--- config.mk ---
export PLATFORM = sky130hd
export DESIGN_NAME = flit_link_top
export DESIGN_NICKNAME = d
export VERILOG_FILES = /design/src/common/cmd_pkg.sv /design/src/common/flit_pkg.sv /design/src/common/flit_if.sv /design/src/hdl/flit_framer.sv /design/src/link/link_delay_line.sv /design/src/hdl/flit_decoder.sv /design/src/hdl/flit_link_top.sv
export VERILOG_INCLUDE_DIRS = /design/src /design/src/common
export SDC_FILE = /design/constraint.sdc
export NUM_CORES = 1
export LEC_CHECK = 0
export BUFFER_PORTS_ARGS = -buffer_cell sky130_fd_sc_hd__buf_4
export CORE_MARGIN = 1.5
export CORE_UTILIZATION = 40
export DETAILED_ROUTE_END_ITERATION = 16
export GPL_TIMING_DRIVEN = 1
export PLACE_DENSITY_LB_ADDON = 0.25
export SETUP_SLACK_MARGIN = 0.3
export SKIP_CTS_REPAIR_TIMING = 1
export SKIP_LAST_GASP = 1
export SYNTH_ARGS = -nofsm -noshare
export SYNTH_HDL_FRONTEND = slang
export SYNTH_SLANG_ARGS = --single-unit
--- constraint.sdc ---
create_clock -name clk -period 3.2 [get_ports clk]
set_clock_uncertainty 0.05 [all_clocks]
set_input_delay 0.32 -clock clk [delete_from_list [all_inputs] [get_ports clk]]
set_output_delay 0.32 -clock clk [all_outputs]
set_load 0.02 [all_outputs]
--- src/common/link_cfg.svh ---
//----------------------------------------------------------
// Link configuration macros
//   LINK_STAGES  number of delay-line stages (0 or more)
//   LINK_WORD_W  width of one flit word in bits
//----------------------------------------------------------

`ifndef LINK_CFG_SVH
`define LINK_CFG_SVH

// Register stages between the framer and the decoder
// Zero turns the delay line into a plain pass-through
`define LINK_STAGES 4

// One flit carries exactly one 32-bit command or data word
`define LINK_WORD_W 32

`endif

--- src/common/cmd_pkg.sv ---
//----------------------------------------------------------
// Command package
//   cmd_opcode_e   transaction opcodes
//   cmd_fields_t   bit layout of a command word
//----------------------------------------------------------

`include "link_cfg.svh"

package cmd_pkg;

  // Field widths of a command word
  localparam int cmd_len_w  = 4;
  localparam int cmd_tag_w  = 6;
  // The address takes whatever the opcode, length and tag leave over
  localparam int cmd_addr_w = `LINK_WORD_W - 2 - cmd_len_w - cmd_tag_w;

  // Read, fence and nop carry no data beats
  // A write is followed by exactly length data flits
  typedef enum logic [1:0] {
    cmd_nop   = 2'd0,
    cmd_read  = 2'd1,
    cmd_write = 2'd2,
    cmd_fence = 2'd3
  } cmd_opcode_e;

  // Most significant field first
  typedef struct packed {
    cmd_opcode_e                opcode;
    logic [cmd_len_w-1:0]       length;
    logic [cmd_tag_w-1:0]       tag;
    logic [cmd_addr_w-1:0]      addr;
  } cmd_fields_t;

endpackage

--- src/common/flit_pkg.sv ---
//----------------------------------------------------------
// Flit wire format package
//   flit_kind_e   command or data flit
//   flit_word_u   one flit word seen as command fields
//                 or as a raw payload
//----------------------------------------------------------

`include "link_cfg.svh"

package flit_pkg;

  // One bit travels next to every word and says how to read it
  typedef enum logic {
    flit_cmd  = 1'b0,
    flit_data = 1'b1
  } flit_kind_e;

  // Both views must be exactly one link word wide
  // A command layout that drifts from LINK_WORD_W fails to compile here
  typedef union packed {
    cmd_pkg::cmd_fields_t    cmd;
    logic [`LINK_WORD_W-1:0] payload;
  } flit_word_u;

endpackage

--- src/common/flit_if.sv ---
//----------------------------------------------------------
// Flit link interface
//   valid_next strobe one cycle ahead of kind and word
//   src and snk modports, wire-level sanity check
//----------------------------------------------------------

`timescale 1ns/1ps

interface flit_if (
  input logic clk
);
  import flit_pkg::*;

  logic       valid_next;
  flit_kind_e kind;
  flit_word_u word;

  modport src (output valid_next, kind, word);
  modport snk (input valid_next, kind, word);

  // A strobe promises a fully known flit on the next cycle
  flit_known_a : assert property (@(posedge clk)
    valid_next |=> !$isunknown({kind, word}));

endinterface

--- src/hdl/flit_framer.sv ---
//----------------------------------------------------------
// Near-end flit framer
//   Captures input words into a hold register and
//   launches them one cycle after their valid-next
//----------------------------------------------------------

`timescale 1ns/1ps
`include "link_cfg.svh"

module flit_framer (
  input  logic                    clk,
  input  logic                    rst_n,
  input  logic                    in_valid,
  input  flit_pkg::flit_kind_e    in_kind,
  input  logic [`LINK_WORD_W-1:0] in_word,
  flit_if.src                     link
);
  import flit_pkg::*;

  logic                    valid_next_q;
  flit_kind_e              hold_kind_q;
  logic [`LINK_WORD_W-1:0] hold_word_q;
  flit_kind_e              launch_kind_q;
  flit_word_u              launch_word_q;

  //----------------------------------------------------------
  // Strobe stage
  //----------------------------------------------------------
  // The strobe leaves in the same cycle the word enters the hold register
  always_ff @(posedge clk) begin
    if (!rst_n) begin
      valid_next_q <= 1'b0;
    end else begin
      valid_next_q <= in_valid;
    end
  end

  // Hold register only loads on a real input word
  always_ff @(posedge clk) begin
    if (in_valid) begin
      hold_kind_q <= in_kind;
      hold_word_q <= in_word;
    end
  end

  //----------------------------------------------------------
  // Launch stage
  //----------------------------------------------------------
  // The wide word fans out one cycle behind its strobe
  // so that the two wire delays land on different cycles
  always_ff @(posedge clk) begin
    if (valid_next_q) begin
      launch_kind_q         <= hold_kind_q;
      launch_word_q.payload <= hold_word_q;
    end
  end

  assign link.valid_next = valid_next_q;
  assign link.kind       = launch_kind_q;
  assign link.word       = launch_word_q;

  // A new flit only ever appears right behind its own strobe
  launch_after_strobe_a : assert property (@(posedge clk) disable iff (!rst_n)
    $changed({launch_kind_q, launch_word_q}) |-> $past(valid_next_q));

endmodule

--- src/link/link_delay_line.sv ---
//----------------------------------------------------------
// Link delay line
//   Chain of num_stages registers carrying valid-next
//   and the flit, data registers clock-gated by valid-next
//----------------------------------------------------------

`timescale 1ns/1ps

module link_delay_line #(
  // Zero stages makes the block a pass-through
  parameter int num_stages = 0
) (
  input  logic clk,
  input  logic rst_n,
  flit_if.snk  up,
  flit_if.src  dn
);
  import flit_pkg::*;

  // Index 0 is the input side, index num_stages the output side
  logic       stage_valid_next [num_stages+1];
  flit_kind_e stage_kind       [num_stages+1];
  flit_word_u stage_word       [num_stages+1];

  assign stage_valid_next[0] = up.valid_next;
  assign stage_kind[0]       = up.kind;
  assign stage_word[0]       = up.word;

  //----------------------------------------------------------
  // Stage chain
  //----------------------------------------------------------
  for (genvar i = 1; i <= num_stages; i++) begin : gen_stage
    // Strobe registers are cleared so the far end stays quiet after reset
    always_ff @(posedge clk) begin
      if (!rst_n) begin
        stage_valid_next[i] <= 1'b0;
      end else begin
        stage_valid_next[i] <= stage_valid_next[i-1];
      end
    end

    // stage_valid_next[i] high means stage i-1 holds a flit right now
    always_ff @(posedge clk) begin
      if (stage_valid_next[i]) begin
        stage_kind[i] <= stage_kind[i-1];
        stage_word[i] <= stage_word[i-1];
      end
    end
  end

  assign dn.valid_next = stage_valid_next[num_stages];
  assign dn.kind       = stage_kind[num_stages];
  assign dn.word       = stage_word[num_stages];

  //----------------------------------------------------------
  // Latency checks
  //----------------------------------------------------------
  if (num_stages > 0) begin : gen_checks
    valid_next_delay_a : assert property (@(posedge clk) disable iff (!rst_n)
      ##num_stages dn.valid_next == $past(up.valid_next, num_stages));

    // The flit behind each strobe comes out unchanged, num_stages later
    flit_delay_a : assert property (@(posedge clk) disable iff (!rst_n)
      up.valid_next |-> ##num_stages dn.valid_next
        ##1 {dn.kind, dn.word} == $past({up.kind, up.word}, num_stages));
  end

endmodule

--- src/hdl/flit_decoder.sv ---
//----------------------------------------------------------
// Far-end flit decoder
//   Realigns valid with the flit, decodes commands and
//   data beats, tracks write bursts and flags protocol
//   breaks (orphan data, cut bursts)
//----------------------------------------------------------

`timescale 1ns/1ps
`include "link_cfg.svh"

module flit_decoder (
  input  logic                                clk,
  input  logic                                rst_n,
  flit_if.snk                                 link,
  output logic                                cmd_valid,
  output cmd_pkg::cmd_opcode_e                cmd_opcode,
  output logic [cmd_pkg::cmd_len_w-1:0]       cmd_length,
  output logic [cmd_pkg::cmd_tag_w-1:0]       cmd_tag,
  output logic [cmd_pkg::cmd_addr_w-1:0]      cmd_addr,
  output logic                                data_valid,
  output logic [`LINK_WORD_W-1:0]             data_word,
  output logic [cmd_pkg::cmd_len_w-1:0]       data_beat,
  output logic                                burst_done,
  output logic                                orphan_data,
  output logic                                burst_cut
);
  import cmd_pkg::*;
  import flit_pkg::*;

  logic                 valid_q;
  cmd_fields_t          cmd_view;
  logic                 burst_open_q;
  logic [cmd_len_w-1:0] beats_left_q;
  logic [cmd_len_w-1:0] beat_idx_q;

  // Valid-next becomes a valid that lines up with the flit on the wire
  always_ff @(posedge clk) begin
    if (!rst_n) begin
      valid_q <= 1'b0;
    end else begin
      valid_q <= link.valid_next;
    end
  end

  // Command view of the union, only meaningful for command flits
  assign cmd_view = link.word.cmd;

  //----------------------------------------------------------
  // Pulse outputs and burst state
  //----------------------------------------------------------
  always_ff @(posedge clk) begin
    if (!rst_n) begin
      cmd_valid    <= 1'b0;
      data_valid   <= 1'b0;
      burst_done   <= 1'b0;
      orphan_data  <= 1'b0;
      burst_cut    <= 1'b0;
      burst_open_q <= 1'b0;
      beats_left_q <= '0;
      beat_idx_q   <= '0;
    end else begin
      // Every strobe lasts exactly one cycle
      cmd_valid   <= 1'b0;
      data_valid  <= 1'b0;
      burst_done  <= 1'b0;
      orphan_data <= 1'b0;
      burst_cut   <= 1'b0;
      if (valid_q && link.kind == flit_cmd) begin
        cmd_valid <= 1'b1;
        // Any command ends a burst that is still waiting for beats
        burst_cut    <= burst_open_q;
        burst_open_q <= 1'b0;
        if (cmd_view.opcode == cmd_write) begin
          if (cmd_view.length == '0) begin
            burst_done <= 1'b1;
          end else begin
            burst_open_q <= 1'b1;
            beats_left_q <= cmd_view.length;
            beat_idx_q   <= '0;
          end
        end
      end else if (valid_q) begin
        if (burst_open_q) begin
          data_valid   <= 1'b1;
          beat_idx_q   <= beat_idx_q + 1'b1;
          beats_left_q <= beats_left_q - 1'b1;
          // Last expected beat closes the burst
          if (beats_left_q == cmd_len_w'(1)) begin
            burst_done   <= 1'b1;
            burst_open_q <= 1'b0;
          end
        end else begin
          orphan_data <= 1'b1;
        end
      end
    end
  end

  // Payload outputs follow their strobe and need no clearing
  always_ff @(posedge clk) begin
    if (valid_q && link.kind == flit_cmd) begin
      cmd_opcode <= cmd_view.opcode;
      cmd_length <= cmd_view.length;
      cmd_tag    <= cmd_view.tag;
      cmd_addr   <= cmd_view.addr;
    end
    if (valid_q && link.kind == flit_data) begin
      data_word <= link.word.payload;
      data_beat <= beat_idx_q;
    end
  end

  //----------------------------------------------------------
  // Protocol checks
  //----------------------------------------------------------
  one_event_a : assert property (@(posedge clk) disable iff (!rst_n)
    !(cmd_valid && data_valid));

  // Done comes from a zero-length write or from a beat of a burst
  // that a write opened earlier
  done_has_write_a : assert property (@(posedge clk) disable iff (!rst_n)
    burst_done |-> (cmd_valid && cmd_opcode == cmd_write && cmd_length == '0)
                   || (data_valid && $past(burst_open_q)));

endmodule

--- src/hdl/flit_link_top.sv ---
//----------------------------------------------------------
// Flit link top level
//   Framer, delay line and decoder in a chain,
//   joined by two flit_if bundles
//----------------------------------------------------------

`timescale 1ns/1ps
`include "link_cfg.svh"

module flit_link_top (
  input  logic                                clk,
  input  logic                                rst_n,
  // Near end, one word per in_valid strobe
  input  logic                                in_valid,
  input  flit_pkg::flit_kind_e                in_kind,
  input  logic [`LINK_WORD_W-1:0]             in_word,
  // Far end, one pulse per word, LINK_STAGES+2 cycles later
  output logic                                cmd_valid,
  output cmd_pkg::cmd_opcode_e                cmd_opcode,
  output logic [cmd_pkg::cmd_len_w-1:0]       cmd_length,
  output logic [cmd_pkg::cmd_tag_w-1:0]       cmd_tag,
  output logic [cmd_pkg::cmd_addr_w-1:0]      cmd_addr,
  output logic                                data_valid,
  output logic [`LINK_WORD_W-1:0]             data_word,
  output logic [cmd_pkg::cmd_len_w-1:0]       data_beat,
  output logic                                burst_done,
  output logic                                orphan_data,
  output logic                                burst_cut
);

  // Framer to delay line, and delay line to decoder
  flit_if link_a (.clk(clk));
  flit_if link_b (.clk(clk));

  flit_framer flit_framer_i (
    .clk      (clk),
    .rst_n    (rst_n),
    .in_valid (in_valid),
    .in_kind  (in_kind),
    .in_word  (in_word),
    .link     (link_a.src)
  );

  // The long wire run lives here
  link_delay_line #(
    .num_stages (`LINK_STAGES)
  ) link_delay_line_i (
    .clk   (clk),
    .rst_n (rst_n),
    .up    (link_a.snk),
    .dn    (link_b.src)
  );

  flit_decoder flit_decoder_i (
    .clk         (clk),
    .rst_n       (rst_n),
    .link        (link_b.snk),
    .cmd_valid   (cmd_valid),
    .cmd_opcode  (cmd_opcode),
    .cmd_length  (cmd_length),
    .cmd_tag     (cmd_tag),
    .cmd_addr    (cmd_addr),
    .data_valid  (data_valid),
    .data_word   (data_word),
    .data_beat   (data_beat),
    .burst_done  (burst_done),
    .orphan_data (orphan_data),
    .burst_cut   (burst_cut)
  );

endmodule

# Word level (Yosys, flattened, before mapping)
# Index checks and enable logic that the tools add are counted.
# totals
register_bits	286
output_inout_bits	73
input_bits	36
word_cells	74
# op_classes
reduce_logical	8
n_bitwise	3
eq_ne	4
n_addsub	2
n_mux	25
# op_table
op	count
$mux W4	10
$mux W1	15
$add A4 B1 Y4 const B	1
$eq A4 B1 Y1 const B	1
$logic_not A4 Y1	1
$reduce_and A4 Y1	1
$reduce_bool A2 Y1	2
$sub A4 B1 Y4 const B	1
$not A1 Y1	3
$reduce_or A3 Y1	1
$eq A2 B2 Y1 const B	1
$logic_and A1 B1 Y1	2
$ne A2 B1 Y1 const B	1
$ne A2 B2 Y1 const B	1
$reduce_and A2 Y1	1

# Longest topological paths before layout
# Gate-level depths: netlist of run 1.
# depth
ltp_word	5
depth_mapped	6
ltp_nobuf	6

# By module
# Synthesis of run 1 repeated with hierarchy kept, for this count alone.
# unflattened
cells_unflattened	389
area_unflattened_um2	9078.7
# modules_own_cells
mod	cells_per_inst	n_inst	area_each_um2	seq_area_each_um2
link_delay_line	172	1	4309.1	4043.9
flit_decoder	149	1	2761.4	2342.2
flit_framer	68	1	2008.2	2001.9

# Least setup slack after synthesis of run 1
# Ideal clock, no wire load.
# synth_path
path_type	flip-flop to flip-flop
start	register link_delay_line_i.stage_kind (netlist bit link_delay_line_i.dn.kind)
end	register flit_decoder_i.burst_done
setup_ns	0.070
stages_incl_launch_ff	6
arrival_time_ns	1.862
n_path_buf	0
period_less_slack_ns	1.982
slack_ns	1.218
required_time_ns	3.080
path_cell_list	edfxtp_1 -> nand2b_2 -> inv_1 -> and2_1 -> nand3b_1 -> o2bb2ai_1
# synth_between
elab_chain_len	3
# synth_lines
element	line_no	rtl
start, declared	link_delay_line.sv:22	flit_kind_e stage_kind [num_stages+1];
start signal, assigned by index	link_delay_line.sv:45	stage_kind[i] <= stage_kind[i-1];
$not A1 Y1	flit_decoder.sv:68	if (valid_q && link.kind == flit_cmd) begin
$logic_and A1 B1 Y1	flit_decoder.sv:68	
$mux W1	flit_decoder.sv:68	
end signal, assigned	flit_decoder.sv:65	burst_done <= 1'b0;
end signal, assigned	flit_decoder.sv:75	burst_done <= 1'b1;
end signal, assigned	flit_decoder.sv:89	burst_done <= 1'b1;
end, declared	flit_decoder.sv:23	output logic burst_done,
# Every way passes these cells.
# A chain may end at the register's enable or synchronous reset.

# Worst setup path in the final report of run 1
# layout_path
start	register link_delay_line_i.stage_kind (netlist bit link_delay_line_i.dn.kind)
end	register flit_decoder_i.cmd_addr[14] in the netlist's numbering, enable pin
# layout_between
elab_chain_len	2
# layout_lines
element	line_no	rtl
$not A1 Y1	flit_decoder.sv:101	if (valid_q && link.kind == flit_cmd) begin
$logic_and A1 B1 Y1	flit_decoder.sv:101	
end signal, assigned	flit_decoder.sv:105	cmd_addr <= cmd_view.addr;
end, declared	flit_decoder.sv:19	output logic [cmd_pkg::cmd_addr_w-1:0] cmd_addr,
# Every way passes these cells.

==> results.sh, run 1 <==
export IMPL_insertion_delay_ns=0.52
export IMPL_synthTopCellsByArea="edfxtp_1 90%, dfxtp_1 4.5%, and2_1 0.49%"
export IMPL_synth_avg_cell_area_um2=25.0
export IMPL_p_switching_mw=1.35
export IMPL_slowest_stage="edfxtp_1"
export IMPL_cts_root_buffer="clkbuf_16"
export IMPL_p_int_mw=6.12
export IMPL_dp_hpwl_um=7060
export IMPL_core_mm2=0.0218
export IMPL_yosysTopAreaCell="edfxtp_1"
export IMPL_rsz0062_at_grt="no"
export IMPL_seq_area_frac_synth_pct=94.7
export IMPL_gp_congestion=0.748
export IMPL_vias_per_cell=4.17
export IMPL_cts_buffer_depth=3
export IMPL_clk_pin_slew_ns=0.06
export IMPL_crit_path_start_kind="flip-flop"
export IMPL_clockPowerShare_pct=43.0
export IMPL_status="complete, no violations"
export IMPL_fin_crit_sh_pct=63.4
export IMPL_synth_area_mm2=0.00886
export IMPL_area_delta_synth_final_pct=28.0
export IMPL_grt_overflow=0
export IMPL_cts_buffers=28
export IMPL_port_buffer_count=108
export IMPL_worst_hold_path_type="primary input to flip-flop"
export IMPL_cap_violations=0
export IMPL_cp_num_buf_inv=2
export IMPL_nFillCells=1755
export IMPL_nNetsFinal=570
export IMPL_worst_ep_arrival_time_ns=2.16
export IMPL_hold_viol=0
export IMPL_yosys_area_top_type_share_pct=90.1
export IMPL_grt_pass1_wl_um=17600
export IMPL_synth_nets=394
export IMPL_num_rows=54
export IMPL_grt_pass1_vias=3426
export IMPL_drt_total_wl_um=11000
export IMPL_critPathKind="flip-flop to flip-flop"
export IMPL_ioPinCount=109
export IMPL_power_total_mw=7.48
export IMPL_tightest_slew_ns=0.491
export IMPL_diodes=0
export IMPL_htree_levels=1
export IMPL_fmax_ghz=0.493
export IMPL_swShare_pct=18.1
export IMPL_cp_slowest_stage_delay_ns=0.49
export IMPL_required_ns=3.33
export IMPL_synthCells=355
export IMPL_ir_drop_uv=470
export IMPL_p_per_area_mw_per_mm2=659
export IMPL_timing_final_ws_setup_ns=1.17
export IMPL_synthDistinctLibCells=32
export IMPL_dp_cells=748
export IMPL_first_pass_iters=4
export IMPL_antenna_found_initial=0
export IMPL_drtIter0Drc=145
export IMPL_die_w_um=152
export IMPL_ys_ff_latch=286
export IMPL_start_util_pct=40.7
export IMPL_final_instance_count_excl_fill=833
export IMPL_die_area_mm2=0.0231
export IMPL_critPathCaptureType="flip-flop"
export IMPL_cts_sinks=286
export IMPL_finalSetupTns_ns=0
export IMPL_max_slew_margin_pct=67.2
export IMPL_p_seq_share_pct=55.7
export IMPL_place_ws_ns=1.19
export IMPL_crit_family="buffers and inverters"
export IMPL_route_detailed_drc=0
export IMPL_crit_chain="nand2b_2 > inv_1 > buf_4"
export IMPL_grtUsageTotal_pct=9.27
export IMPL_drive_above_1_share_pct=31.8
export IMPL_leakage_nw=3.91
export IMPL_power_frac_comb_pct=1.3
export IMPL_drtAntennaViolNets=0
export IMPL_wl_per_cell_um=13.2
export IMPL_yosysWarnings=0
export IMPL_vias=3471
export IMPL_slew_violations=0
export IMPL_min_period_ns=2.03
export IMPL_grt_max_degree=35
export IMPL_tritoncts="done"
export IMPL_die_y_um=152
export IMPL_setup_violations=0
export IMPL_cp_max_fo=24
## layout by cell type (no fill, tap or decap), types with 2 or more instances in the layout
cell type	synthesis	layout
clkinv_2	0	7
dlygate4sd3_1	0	33
dfxtp_1	20	20
buf_4	0	115
nand3b_1	2	2
or3_1	3	3
bufinv_16	0	3
nor2_1	5	5
o21ai_2	3	3
nand2_1	9	9
nor3b_1	3	3
and2_1	7	7
clkbuf_16	0	29
o2bb2ai_1	2	2
inv_1	6	6
a21boi_1	4	4
a21oi_1	3	3
edfxtp_1	266	266
nor2b_1	2	2
clkinvlp_4	0	9
ha_1	3	3
## synth_stat cells
library cell,n
nor2_1,5
o2bb2ai_1,2
a21o_2,1
nor2b_1,2
edfxtp_1,266
nand2b_2,1
dfxtp_1,20
a21boi_2,1
and2_1,7
buf_6,1
o21ai_1,1
nand3_1,1
nand3b_1,2
and4bb_2,1
nor3b_1,3
a22oi_1,1
a21oi_1,3
a21boi_1,4
o21ai_0,1
or3_2,1
o21ai_2,3
nand2_1,9
or4_4,1
ha_1,3
a21boi_0,1
o211a_1,1
inv_1,6
a211o_2,1
clkbuf_1,1
a32oi_4,1
or3_1,3
nand4_1,1
## worst paths after layout
kind | depth (start not counted) | slack [ns] | end | start
max | 3 | 1.17 | flit_decoder_i.cmd_addr[14] | link_delay_line_i.dn.kind
min | 2 | 0.09 | flit_decoder_i.beats_left_q[0] | rst_n
max reg2reg | 3 | 1.17 | flit_decoder_i.cmd_addr[14] | link_delay_line_i.dn.kind
min reg2reg | 0 | 0.36 | flit_framer_i.link.word[5] | flit_framer_i.hold_word_q[5]
## power groups by stage
stage / Combinational, mW / Clock (mW) / Sequential [mW]
finish: 0.0995 / 3.22 / 4.16
global placement: 0.0680 / 0 / 4.24
global route: 0.109 / 3.47 / 4.17
CTS: 0.0698 / 3.32 / 4.16
floorplan: 0.00546 / 0 / 4.25
detailed placement: 0.0696 / 0 / 4.24
## metal layers
metal | track usage (%) | vias up | wire [um]
met5 | 0 | - | 0
met4 | 4.44 | 0 | 333
met3 | 2.54 | 30 | 687
met2 | 13.7 | 106 | 4750
met1 | 12.9 | 1580 | 5200
li1 | - | 1755 | -
## per-stage QoR
| stage | cell area, um^2 | utilization [%] | hold slack, ns |
|---|---|---|---|
| after floorplan | 8860 | - | 0.350 |
| after global placement | 10100 | 46.2 | 0.353 |
| after detailed placement | 10100 | 46.2 | 0.355 |
| after CTS | 11000 | 50.6 | -0.0999 |
| after global routing | 11300 | 52.1 | 0.0827 |
| final | 11300 | 52.1 | 0.0894 |
## cells by family (layout without fill, tap and decap cells)
family                   after synthesis  after routing  share of synthesized area [%]
flip-flops                           286            286                           94.7
AND/OR/NAND/NOR                       37             37                           2.44
AO/OA/AOI/OAI                         21             21                           2.05
buffers and inverters                  8            206                          0.424
adder cells (fa/ha/maj)                3              3                          0.424
## registers in the layout, indices dropped and copies added (netlist names), 2 cells and up
name and cells:
link_delay_line_i.stage_kind 3, flit_decoder_i.beat_idx_q 4, flit_decoder_i.cmd_length 4, flit_decoder_i.cmd_opcode 2, flit_decoder_i.cmd_addr 20, flit_decoder_i.data_word 32
flit_framer_i.hold_word_q 32, link_delay_line_i.dn.word 32, flit_decoder_i.data_beat 4, flit_decoder_i.cmd_tag 6, flit_decoder_i.beats_left_q 4, link_delay_line_i.stage_valid_next 3
flit_framer_i.link.word 32, link_delay_line_i.stage_word 96
## final cells by class
type | instances | area, um^2 | area share, %
Timing Repair Buffer | 148 | 1190 | 10.5
Multi-Input combinational cell | 61 | 435 | 3.84
Sequential cell | 286 | 8390 | 74.0
Tap cell | 280 | 350 | 3.09
Clock buffer | 31 | 743 | 6.55
Inverter | 6 | 22.5 | 0.199
Clock inverter | 21 | 205 | 1.81
Note: power is estimated with default switching activity, not from simulation.
==> run 2: changes to the inputs <==
clock period = 1.8 ns   (was 3.2 ns; I/O delays follow)
==> run 2 against run 1 <==
Net effect: first-iteration DRC count up 44%; fmax is 16% higher; utilization is 0.76 points higher; die area is the same; combinational power is 89% higher; register-to-register slack worse by 1.1 ns; sequential power up 78%; setup slack lost 1.1 ns; largest power group unchanged; critical path depth is 2 higher.
==> results.sh, run 2 (synthesis results as in run 1) <==
export IMPL_die_y_um=152
export IMPL_top_register="link_delay_line_i.stage_word"
export IMPL_p_per_area_mw_per_mm2=1170
export IMPL_ir_drop_uv=656
export IMPL_die_area_mm2=0.0231
export IMPL_cts_buffers=28
export IMPL_max_slew_margin_pct=71.6
export IMPL_vias=3579
export IMPL_core_mm2=0.0218
export IMPL_swShare_pct=17.5
export IMPL_cap_violations=0
export IMPL_cp_num_buf_inv=1
export IMPL_clockPowerShare_pct=43.6
export IMPL_dp_hpwl_um=7480
export IMPL_htree_levels=1
export IMPL_fin_crit_sh_pct=97.1
export IMPL_crit_chain="or4_4 > a32oi_4 > buf_12 > a21oi_1 > nor2b_1"
export IMPL_final_common_cell="edfxtp_1"
export IMPL_setup_violations=0
export IMPL_grt_pass1_vias=3565
export IMPL_place_area_mm2=0.0101
export IMPL_status="complete, no violations"
export IMPL_tightest_slew_ns=0.426
export IMPL_slew_violations=0
export IMPL_fin_area_mm2=0.0115
export IMPL_drive_above_1_share_pct=32.7
export IMPL_insertion_delay_ns=0.52
export IMPL_drtIter0Drc=209
export IMPL_leakage_nw=4.00
export IMPL_cts_root_buffer="clkbuf_16"
export IMPL_die_w_um=152
export IMPL_first_pass_iters=4
export IMPL_min_period_ns=1.75
export IMPL_wl_per_cell_um=13.7
export IMPL_gp_congestion=0.731
export IMPL_cp_max_fo=14
export IMPL_cts_sinks=286
export IMPL_vias_per_cell=4.24
export IMPL_critPathCaptureType="flip-flop"
export IMPL_rsz0062_at_grt="yes"
export IMPL_slowest_stage="or4_4"
export IMPL_ioPinCount=109
export IMPL_largest_reg_flops=96
export IMPL_antenna_found_initial=0
export IMPL_grt_overflow=0
export IMPL_critPathKind="flip-flop to flip-flop"
export IMPL_p_switching_mw=2.35
export IMPL_crit_family="simple AND/OR/NAND/NOR gates"
export IMPL_worst_hold_path_type="primary input to flip-flop"
export IMPL_cts_buffer_depth=3
export IMPL_p_int_mw=11.1
export IMPL_power_frac_comb_pct=1.4
export IMPL_route_detailed_drc=0
export IMPL_worst_ep_arrival_time_ns=2.15
export IMPL_area_delta_synth_final_pct=29.8
export IMPL_drt_total_wl_um=11600
export IMPL_crit_path_start_kind="flip-flop"
export IMPL_p_seq_share_pct=55.0
export IMPL_nNetsFinal=582
export IMPL_grt_max_degree=35
export IMPL_clk_pin_slew_ns=0.06
export IMPL_required_ns=2.20
export IMPL_hold_viol=0
export IMPL_cp_slowest_stage_delay_ns=0.59
export IMPL_port_buffer_count=108
export IMPL_fmax_ghz=0.572
export IMPL_grtUsageTotal_pct=9.95
export IMPL_num_rows=54
export IMPL_finalSetupTns_ns=0
export IMPL_tritoncts="done"
export IMPL_grt_pass1_wl_um=18600
export IMPL_diodes=0
export IMPL_start_util_pct=40.7
export IMPL_nFillCells=1741
export IMPL_drtAntennaViolNets=0
export IMPL_final_cell_mix="266 x edfxtp_1, 122 x buf_4, 34 x dlygate4sd3_1"
==> run 2: power by group through the flow <==
stage	logic, mW	registers, mW	clock network [mW]
floorplan	0.00984	7.55	0
global placement	0.130	7.53	0
detailed placement	0.134	7.54	0
CTS	0.134	7.40	6.05
global route	0.207	7.41	6.31
finish	0.188	7.40	5.87
==> run 2: final timing paths <==
| check | start | end | cells after the start | slack, ns |
|---|---|---|---|---|
| hold reg to reg | link_delay_line_i.stage_word[40] | link_delay_line_i.dn.word[8] | 0 | 0.36 |
| setup / recovery | link_delay_line_i.dn.word[28] | flit_decoder_i.beat_idx_q[0] | 5 | 0.05 |
| hold / removal | in_valid | flit_framer_i.hold_word_q[26] | 1 | 0.06 |
| setup reg to reg | link_delay_line_i.dn.word[28] | flit_decoder_i.beat_idx_q[0] | 5 | 0.05 |
==> run 2: layout make-up <==
| class | instances | area (um^2) | area share, % |
|---|---|---|---|
| timing repair buffer | 160 | 1330 | 11.5 |
| tap | 280 | 350 | 3.05 |
| sequential | 286 | 8390 | 72.9 |
| clock buffer | 37 | 786 | 6.83 |
| clock inverter | 15 | 180 | 1.57 |
| inverter | 6 | 30.0 | 0.261 |
| multi-input combinational | 61 | 443 | 3.85 |
==> run 2: per-stage QoR <==
| step | total power [mW] | setup slack, ns | std cells | util (%) | hold slack, ns |
|---|---|---|---|---|---|
| after floorplan | 7.56 | -0.112 | 355 | - | 0.229 |
| after global placement | 7.67 | 0.0300 | 755 | 46.6 | 0.309 |
| after detailed placement | 7.67 | -0.0488 | 755 | 46.6 | 0.310 |
| after CTS | 13.6 | -0.0598 | 807 | 51.0 | -0.245 |
| after global routing | 13.9 | -0.00104 | 845 | 52.9 | 0.0726 |
| final | 13.5 | 0.0529 | 845 | 52.9 | 0.0641 |
==> run 2: per-layer routing <==
layer | global-route usage [%] | share of wire [%] | up-vias
met2 | 15.7 | 47 | 108
met1 | 12.8 | 44 | 1663
met3 | 2.99 | 6.7 | 29
met5 | 0 | 0 | -
met4 | 4.39 | 2.9 | 0
li1 | - | - | 1779
==> run 2: worst reg2reg max path: stages, from the launching register on <==
cell,delay [ns]
edfxtp_1,0.39
or4_4,0.59
a32oi_4,0.24
buf_12,0.17
a21oi_1,0.08
nor2b_1,0.15
